File: src/design/vdp_pkg.sv
package vdp_pkg;

    // one lane of a vector beat
    localparam int LANE_W = 16;

    // unsigned lane value, products keep the low LANE_W bits
    typedef logic [LANE_W-1:0] lane_t;

    // instruction opcodes
    // the immediate field is read differently per opcode:
    //   VOP_PASS  imm unused
    //   VOP_VMUL  imm = iteration count, 1 .. VRF_DEPTH
    //   VOP_VMV   imm = value broadcast to every lane of entry idx
    typedef enum logic [1:0] {
        VOP_PASS = 2'd0,  // forward beats unchanged
        VOP_VMUL = 2'd1,  // multiply by entry[pointer]
        VOP_VMV  = 2'd2   // write one coefficient entry
    } vop_e;

    // instruction field widths

    // register index, sized for a VRF_DEPTH of 4
    localparam int IDX_W = 2;

    // column select, one code past NUM_COL of 3 is left unused
    // and is acked without a write
    localparam int COL_W = 2;

endpackage

File: src/design/instr_loader.sv
`timescale 1ns/1ps

module instr_loader #(
    parameter int NUM_COL = 3
) (
    input  logic                      clk,
    input  logic                      i_rst,
    input  logic                      i_req,
    input  vdp_pkg::vop_e             i_op,
    input  logic [vdp_pkg::COL_W-1:0] i_col,
    input  logic [vdp_pkg::IDX_W-1:0] i_idx,
    input  vdp_pkg::lane_t            i_imm,
    output logic                      o_ack,
    output logic [NUM_COL-1:0]        o_col_we,
    output vdp_pkg::vop_e             o_op,
    output logic [vdp_pkg::IDX_W-1:0] o_idx,
    output vdp_pkg::lane_t            o_imm
);

    typedef enum logic {
        S_IDLE,   // waiting for req
        S_ACK     // ack high, waiting for req to drop
    } state_e;

    state_e             state;
    logic               take;       // instruction accepted this edge
    logic [NUM_COL-1:0] col_sel;

    assign take  = (state == S_IDLE) && i_req;
    assign o_ack = (state == S_ACK);

    // one-hot column decode, codes past NUM_COL select nothing
    always_comb begin
        for (int c = 0; c < NUM_COL; c++) begin
            col_sel[c] = (int'(i_col) == c);
        end
    end

    always_ff @(posedge clk) begin
        if (i_rst) begin
            state    <= S_IDLE;
            o_col_we <= '0;
        end else begin
            o_col_we <= take ? col_sel : '0;  // single-cycle strobe
            case (state)
                S_IDLE: begin
                    if (i_req) begin
                        state <= S_ACK;
                    end
                end
                S_ACK: begin
                    if (!i_req) begin
                        state <= S_IDLE;
                    end
                end
                default: state <= S_IDLE;
            endcase
        end
    end

    // fields captured together with the strobe
    always_ff @(posedge clk) begin
        if (take) begin
            o_op  <= i_op;
            o_idx <= i_idx;
            o_imm <= i_imm;
        end
    end

endmodule

File: config.mk
export PLATFORM = sky130hd
export DESIGN_NAME = instr_loader
export DESIGN_NICKNAME = d
export VERILOG_FILES = /design/src/design/vdp_pkg.sv /design/src/design/instr_loader.sv
export SDC_FILE = /design/constraint.sdc
export NUM_CORES = 1
export LEC_CHECK = 0
export ABC_AREA = 1
export BUFFER_PORTS_ARGS = -buffer_cell sky130_fd_sc_hd__buf_2
export CORE_MARGIN = 1
export CORE_UTILIZATION = 42
export DETAILED_ROUTE_END_ITERATION = 6
export GPL_ROUTABILITY_DRIVEN = 0
export PLACE_DENSITY_LB_ADDON = 0.1
export RECOVER_POWER = 50
export SETUP_SLACK_MARGIN = 0.1
export SLEW_MARGIN = 25
export SYNTH_ARGS = -nofsm -noshare
export SYNTH_HDL_FRONTEND = slang
export SYNTH_SLANG_ARGS = --single-unit
File: constraint.sdc
create_clock -name clk -period 2.75 [get_ports clk]
set_input_delay 0.55 -clock clk [delete_from_list [all_inputs] [get_ports clk]]
set_output_delay 0.55 -clock clk [all_outputs]
set_load 0.01 [all_outputs]
Word-level counts from Yosys, hierarchy flattened
Index checks and enable logic that the tools add are counted.
{ "classes": {"n_eq_ne": 2, "mux": 1, "n_bitwise": 2, "reduce_logical": 3} }
{ "ops": {"columns": ["operator", "n"], "rows": [
  ["$eq 2x2->1 const B", 2],
  ["$logic_not 2->1", 1],
  ["$not 1->1", 2],
  ["$reduce_or 2->1", 1],
  ["$logic_and 1x1->1", 1],
  ["$mux 1", 1]
]} }
{ "word_totals": {"regBits": 24, "word_cells": 13} }

Longest topological paths before layout
Gate-level depths: netlist of run 1.
{ "logic_depth": {"ltp_word": 4, "ltp_mapped": 3, "mapped_depth_nobuf": 3} }

Least setup slack after synthesis of run 1
OpenSTA, ideal clock, no wires.
{ "synth_path": {"path_kind": "input -> register", "startpoint": "input port i_req", "endpoint": "register o_idx[0] (netlist bit) (enable)", "t_arrival_ps": 1450, "required_time_ps": 2353, "slack_ps": 903, "path_stages": 2, "path_cell_list": "inv_1 nor2_1"} }
{ "synth_via": {"elab_chain_cells": 1} }
{ "synth_lines": {"columns": ["item", "line", "source"], "rows": [
  ["start, declared", "instr_loader.sv:8", "input logic i_req,"],
  ["$logic_and 1x1->1", "instr_loader.sv:29", "assign take = (state == S_IDLE) && i_req;"],
  ["net take", "instr_loader.sv:26", "logic take;"],
  ["end signal, assigned", "instr_loader.sv:65", "o_idx <= i_idx;"],
  ["end, declared", "instr_loader.sv:16", "output logic [vdp_pkg::IDX_W-1:0] o_idx,"]
]} }
The timed path passes the listed nets, and every way through them passes these cells.
A chain may end at the register's enable or synchronous reset.

Final worst setup path of run 1
{ "layout_path": {"startpoint": "input port i_req", "endpoint": "register o_op[0] (enable)"} }
{ "layout_via": {"elab_chain_cells": 1} }
{ "layout_lines": {"columns": ["item", "line", "source"], "rows": [
  ["$logic_and 1x1->1", "instr_loader.sv:29", null],
  ["net take", "instr_loader.sv:26", null],
  ["end signal, assigned", "instr_loader.sv:64", "o_op <= i_op;"],
  ["end, declared", "instr_loader.sv:15", "output vdp_pkg::vop_e o_op,"]
]} }
The timed path passes the listed nets, and every way through them passes these cells.

==> results of run 1 <==
-- area by class of cell --
type,instances,share of cell area
Multi-Input combinational cell,9,0.0342
Clock buffer,4,0.0257
Timing Repair Buffer,49,0.237
Tap cell,16,0.0196
Sequential cell,24,0.665
Inverter,5,0.0183
-- through the flow --
step	setup WS (ns)	area, um2	util
5_1_grt	1.04	1020	0.649
3_3_place_gp	1.40	1010	0.639
2_1_floorplan	0.903	739	-
4_1_cts	1.36	1030	0.656
3_5_place_dp	1.39	1010	0.639
6_report	1.15	1020	0.649
-- cells in the final DEF (no fill, tap or decap) --
cell and n:
clkbuf_4 3, nor2_1 5, nand2_1 3, nand3_1 1
clkbuf_1 3, inv_1 5, buf_2 47, dfxtp_1 4
edfxtp_1 20
-- logic make-up (layout without fill, tap and decap cells) --
logic type,after synthesis,count (layout),share of synthesized area
simple gates,9,9,0.0541
flops,24,24,0.920
buf+inv,5,58,0.0254
-- Yosys cell counts --
master	number	share of area
dfxtp_1	4	0.11
inv_1	5	0.025
nor2_1	5	0.025
nand3_2	1	0.014
nand2_1	3	0.015
edfxtp_1	20	0.81
-- routing by layer --
| metal | GRT usage | vias up | part of all wire |
|---|---|---|---|
| li1 | - | 237 | - |
| met1 | 0.119 | 188 | 0.39 |
| met2 | 0.194 | 26 | 0.53 |
| met3 | 0.0417 | 0 | 0.081 |
| met4 | 0.0364 | 0 | 0 |
| met5 | 0 | - | 0 |
-- critical path: stages --
cell and delay, ns:
clkbuf_1 0.10, inv_1 0.06, nor2_1 0.08, clkbuf_1 0.74
-- power by group --
group / total, uW / switching (uW) / leakage, uW / internal (uW)
combinational: 53.5 / 28.7 / 0.000233 / 24.8
sequential: 419 / 3.83 / 0.000224 / 415
clock: 142 / 86.1 / 0.0000150 / 56.3
total: 615 / 119 / 0.000472 / 496
-- path summary, 6_finish.rpt --
kind,slack (ns),to,startpoint,depth (start not counted)
setup / recovery,1.15,o_op[0],i_req,4
hold / removal,0.41,o_ack,i_rst,2
setup reg to reg,1.20,o_op[0],o_ack,2
hold reg to reg,0.60,o_col_we[1],o_ack,3
-- sequential cells by signal (all words and copies together), names as in the netlist --
| signal | flops |
|---|---|
| o_idx | 2 |
| o_col_we | 3 |
| o_ack | 1 |
| o_op | 2 |
| o_imm | 16 |
==> impl_metrics.json, run 1 <==
{
  "violations": "design-rule violations",
  "grt_overflow_total": 0,
  "coreArea_um2": 1580,
  "wirelength_mm": 1.07,
  "grt_max_degree": 21,
  "p_leak_uw": 0.000472,
  "timing.final.crit_period_ns": 1.60,
  "slew_headroom": 0.341,
  "p_per_area_nw_per_um2": 601,
  "ios": 49,
  "dr_total_vias": 451,
  "setup_violations": 0,
  "crit_arrival_ns": 1.52,
  "synth_area_um2": 739,
  "die_y_um": 44.0,
  "cts-root-buf": "clkbuf_4",
  "cp_max_fo": 20,
  "drv_cap": 0,
  "yosysWarningCount": 0,
  "hpwl_um": 828,
  "drt_pass1_iterations": 5,
  "fin_setup_tns_ns": 0,
  "cts_sinks": 24,
  "finalNonFillerCells": 107,
  "maxSlewViolCount": 0,
  "start_kind": "input pin",
  "start_util": 0.469,
  "run_status": "finished, violations left",
  "cts_resized": 0,
  "rsz0062_at_grt": "no",
  "first_iter_violations": 8,
  "power_uw": 615,
  "path_clk_slew_ns": 0.11,
  "cts.path.max_buffers": 2,
  "worstMarginPinSlew_ns": 0.989,
  "fin_nets": 117,
  "ys_seq_area_frac": 0.920,
  "finClkSkew_ns": 0.00236,
  "crit_path_end_kind": "flop",
  "ir_drop_mv": 0.307,
  "h-tree-depth": 1,
  "ant_nets": 0,
  "cts_buffers": 3,
  "finalHoldWorstSlack_ns": 0.413,
  "drive_above_1_share": 0.549,
  "die_area_um2": 1930,
  "port_buffers": 48,
  "worstSkewPairLatency_ns": 0.29,
  "syn_to_final_growth_pct": 38.4,
  "synth_cell_types": 6,
  "nFillCells": 121,
  "wire_per_inst_um": 9.96,
  "postCtsSetupRepairBufs": 0,
  "antenna_found_initial": 0,
  "cts-hold-fix-buffers": 0,
  "place_inst": 103,
  "ys_ff_latch": 24,
  "holdCritPathClass": "input pin to flop",
  "finalHoldViolations": 0,
  "vias_per_cell": 4.21,
  "netlist_instances": 38,
  "timing.fmax_mhz": 626,
  "grt_use_total": 0.109,
  "die_w_um": 44.0,
  "n_antenna_cell": 0,
  "grt_pass1_wl_mm": 1.48,
  "drc": 4,
  "finalCritPeriodShare": 0.581,
  "worstPathRequired_ns": 2.68,
  "synth_fp_nets": 63,
  "grt_pass1_vias": 360,
  "rows": 14,
  "worstSetupPathType": "input pin to flop",
  "syn_avg_cell_area_um2": 19.5,
  "cts_tree": "yes",
  "ff_latch_area_um2": 681,
  "multi_input_area_um2": 35.0
}
(Power assumes the default switching activity.)
==> inputs of run 2 (changes only) <==
--- a/config.mk
+++ b/config.mk
@@ -8,7 +8,7 @@
 export ABC_AREA = 1
 export BUFFER_PORTS_ARGS = -buffer_cell sky130_fd_sc_hd__buf_2
 export CORE_MARGIN = 1
-export CORE_UTILIZATION = 42
+export CORE_UTILIZATION = 39
 export DETAILED_ROUTE_END_ITERATION = 6
 export GPL_ROUTABILITY_DRIVEN = 0
 export PLACE_DENSITY_LB_ADDON = 0.1
==> constraint.sdc (replaced) <==
create_clock -name clk -period 1.6 [get_ports clk]
set_input_delay 0.32 -clock clk [delete_from_list [all_inputs] [get_ports clk]]
set_output_delay 0.32 -clock clk [all_outputs]
set_load 0.01 [all_outputs]
==> impl_metrics.json, run 2 (synthesis results as in run 1) <==
{
  "run_status": "completed",
  "startpoint": "o_ack",
  "power_frac_seq": 0.683,
  "internal_power_uw": 844,
  "port_buffers": 48,
  "ios": 49,
  "grt_use_total": 0.114,
  "syn_to_final_growth_pct": 39.9,
  "finalCritPeriodShare": 0.739,
  "use_met1": 0.131,
  "fin_nets": 117,
  "clock_power_share": 0.229,
  "p_leak_uw": 0.000474,
  "crit_arrival_ns": 1.14,
  "cts-root-buf": "clkbuf_4",
  "worstMarginPinSlew_ns": 0.465,
  "worstPathRequired_ns": 1.55,
  "vias_per_cell": 4.12,
  "wire_per_inst_um": 10.0,
  "maxSlewViolCount": 0,
  "r2r-start": "o_ack",
  "timing.fmax_mhz": 845,
  "coreArea_um2": 1750,
  "drc": 0,
  "worstSetupPathType": "flop to flop",
  "cts.path.max_buffers": 2,
  "rows": 15,
  "cts_sinks": 24,
  "switchingPower_uw": 210,
  "start_kind": "flop",
  "drive_above_1_share": 0.578,
  "n_antenna_cell": 0,
  "holdCritPathClass": "input pin to flop",
  "power_uw": 1050,
  "antenna_found_initial": 0,
  "grt_overflow_total": 0,
  "finalHoldViolations": 0,
  "h-tree-depth": 1,
  "ir_drop_mv": 0.498,
  "drv_cap": 0,
  "cp_max_fo": 20,
  "start_util": 0.424,
  "drt_pass1_iterations": 2,
  "wirelength_mm": 1.15,
  "cts_buffers": 3,
  "grtUsageMet2": 0.180,
  "sw_frac_of_total": 0.199,
  "cts_tree": "yes",
  "grt_pass1_wl_mm": 1.61,
  "holdPathStages": 2,
  "crit_path_end_kind": "flop",
  "final_common_cell": "buf_2",
  "grt_util_met3": 0.0397,
  "rrSetupSlack_ns": 0.42,
  "worstSkewPairLatency_ns": 0.30,
  "finClkSkew_ns": 0.00577,
  "max_flop_register": "o_imm",
  "die_y_um": 45.5,
  "hpwl_um": 875,
  "slew_headroom": 0.690,
  "timing.final.crit_period_ns": 1.18,
  "grt_busiest_layer": "met2",
  "ant_nets": 0,
  "p_comb_frac": 0.088,
  "path_clk_slew_ns": 0.11,
  "cts_resized": 0,
  "final_cell_mix": "buf_2, edfxtp_1, inv_1, nor2_1, dfxtp_1",
  "fin_setup_tns_ns": 0,
  "grt_max_degree": 21,
  "r2r_cells": 2,
  "die_w_um": 45.5,
  "first_iter_violations": 3,
  "cp-endpoint": "o_imm[6]",
  "r2r-end": "o_imm[6]",
  "die_area_um2": 2070,
  "largest_reg_flops": 16,
  "reg.largest.list": "o_imm (16), o_col_we (3)",
  "postCtsSetupRepairBufs": 0,
  "dr_total_vias": 474,
  "p_per_area_nw_per_um2": 1020,
  "cts-hold-fix-buffers": 0,
  "rsz0062_at_grt": "no",
  "setup_violations": 0,
  "grt_pass1_vias": 379
}
## run 2: changes by cell type in the layout (fill, tap and decap cells not counted), sizes merged
cell    change
clkbuf      -1
## run 2: layout make-up
class	count	area, um2
Clock buffer	3	22.5
Timing Repair Buffer	49	244
Inverter	5	18.8
Tap cell	25	31.3
Fill cell	147	711
Multi-Input combinational cell	9	37.5
Sequential cell	24	681
## run 2: how the worst min path moves through the flow
stage / startpoint / to
final: i_rst / o_ack
after global routing: i_imm[11] / o_imm[11]
after floorplan: i_rst / o_ack
after detailed placement: i_rst / o_ack
after CTS: i_rst / o_ack
after global placement: i_rst / o_ack
## run 2: metrics by stage
stage	util	hold WS, ns	setup WS [ns]	instance area [um2]	cells
after global routing	0.593	0.168	0.362	1030	115
final	0.593	0.178	0.417	1030	115
after global placement	0.585	0.496	0.478	1020	112
after CTS	0.598	0.167	0.438	1040	115
after detailed placement	0.585	0.494	0.467	1020	112
after floorplan	-	0.392	0.301	742	38
## run 2: layer usage
metal | part of all wire | vias up
met2 | 0.52 | 25
met5 | 0 | -
li1 | - | 236
met3 | 0.080 | 0
met1 | 0.40 | 213
met4 | 0 | 0
## run 2: power by group through the flow
stage	clock, uW	sequential, uW	combinational, uW
6_report	241	719	93.2
5_1_grt	268	723	103
4_1_cts	250	720	97.2
3_5_place_dp	0	734	97.1
3_3_place_gp	0	733	96.5
2_1_floorplan	0	753	17.1
## run 2: critical path, cell delays in order (launching register included)
cell and delay, ns:
dfxtp_1 0.34, nor2_2 0.10, clkbuf_2 0.40
==> inputs of run 3 (changes only) <==
==> constraint.sdc (replaced) <==
create_clock -name clk -period 1.2 [get_ports clk]
set_input_delay 0.24 -clock clk [delete_from_list [all_inputs] [get_ports clk]]
set_output_delay 0.24 -clock clk [all_outputs]
set_load 0.01 [all_outputs]
==> impl_metrics.json, run 3 (synthesis results as in run 1) <==
{
  "p_leak_uw": 0.000471,
  "n_antenna_cell": 0,
  "slew_headroom": 0.892,
  "ios": 49,
  "final_common_cell": "buf_2",
  "die_area_um2": 2070,
  "run_status": "completed",
  "crit_path_end_kind": "primary output",
  "wire_per_inst_um": 9.91,
  "cp_max_fo": 1,
  "finClkSkew_ns": 0.00333,
  "dpl_cell_area_um2": 1040,
  "maxSlewViolCount": 0,
  "finalCritPeriodShare": 0.893,
  "worstSetupPathType": "flop to primary output",
  "cts_buffers": 3,
  "holdCritPathClass": "input pin to flop",
  "worst-path-buf-inv": 1,
  "path_clk_slew_ns": 0.12,
  "dr_total_vias": 471,
  "rows": 15,
  "ant_nets": 0,
  "cp_top_family": "flip-flops",
  "grt_use_total": 0.120,
  "drv_cap": 0,
  "cts_tree": "yes",
  "wirelength_mm": 1.16,
  "finalHoldViolations": 0,
  "crit_arrival_ns": 0.83,
  "dp_slack_ns": 0.227,
  "die_w_um": 45.5,
  "antenna_found_initial": 0,
  "power_uw": 1430,
  "final_cell_mix": "buf_2, edfxtp_1, inv_1, clkbuf_1",
  "die_y_um": 45.5,
  "p_per_area_nw_per_um2": 1350,
  "setup_violations": 0,
  "max_flop_register": "o_imm",
  "cts_sinks": 24,
  "critPathSlowestCell": "edfxtp_1",
  "grt_overflow_total": 0,
  "cts-root-buf": "clkbuf_4",
  "ir_drop_mv": 0.841,
  "first_iter_violations": 1,
  "cts-hold-fix-buffers": 0,
  "crit_chain": "buf_2",
  "start_util": 0.424,
  "grt_pass1_vias": 366,
  "cts.path.max_buffers": 2,
  "reg.largest.list": "o_imm (16), o_col_we (3)",
  "fin_nets": 118,
  "start_kind": "flop",
  "h-tree-depth": 1,
  "port_buffers": 48,
  "drc": 0,
  "worstPathRequired_ns": 0.96,
  "grt_max_degree": 21,
  "largest_reg_flops": 16,
  "post-route-worst-setup-slack_ns": 0.129,
  "coreArea_um2": 1750,
  "grt_pass1_wl_mm": 1.59,
  "timing.final.crit_period_ns": 1.07,
  "crit_path_max_incr_delay_ns": 0.39,
  "hpwl_um": 874,
  "stdcell_area_um2": 1060,
  "vias_per_cell": 4.03,
  "rsz0062_at_grt": "yes",
  "drive_above_1_share": 0.533,
  "worstSkewPairLatency_ns": 0.30,
  "worstMarginPinSlew_ns": 0.161,
  "drt_pass1_iterations": 3,
  "timing.fmax_mhz": 934,
  "syn_to_final_growth_pct": 43.1,
  "fin_setup_tns_ns": 0
}
==> run 3: path summary, 6_finish.rpt <==
kind,start,end,slack (ns),cells past startpoint
setup / recovery,o_imm[4],o_imm[4],0.13,1
hold / removal,i_rst,o_ack,0.09,2
setup reg to reg,o_ack,o_imm[3],0.17,3
hold reg to reg,o_ack,o_col_we[1],0.75,4
==> run 3: layout make-up <==
type                            count  area (um2)
Timing Repair Buffer               50         259
Sequential cell                    24         681
Tap cell                           25        31.3
Fill cell                         147         687
Inverter                            5        18.8
Clock inverter                      1        3.75
Clock buffer                        3        22.5
Multi-Input combinational cell      9        42.5
==> run 3: metrics by stage <==
step	instances	hold WS [ns]	utilization
finish	117	0.0915	0.606
global route	117	0.0604	0.606
CTS	116	0.0736	0.611
detailed placement	112	0.418	0.595
global placement	112	0.418	0.595
floorplan	38	0.312	-
==> run 3: routing by layer <==
metal,up-vias,global-route usage,routed length [um]
met2,26,0.183,580
met4,0,0.0909,0
met1,206,0.128,465
li1,239,-,-
met5,-,0,0
met3,0,0.0556,113
==> run 3: report_power, final <==
| part | switching (uW) | internal, uW | leakage [uW] | total, uW |
|---|---|---|---|---|
| clock network | 212 | 121 | 0.0000154 | 333 |
| registers | 8.02 | 950 | 0.000224 | 958 |
| logic | 70.5 | 65.3 | 0.000231 | 136 |
==> run 3: repair_timing <==
| action | 4_1_cts | 5_1_grt |
|---|---|---|
| endpoints found under the setup margin | 1 | 17 |
| gates resized for setup | 1 | 0 |
| cloned | 0 | 0 |
| setup buffers | 0 | 1 |
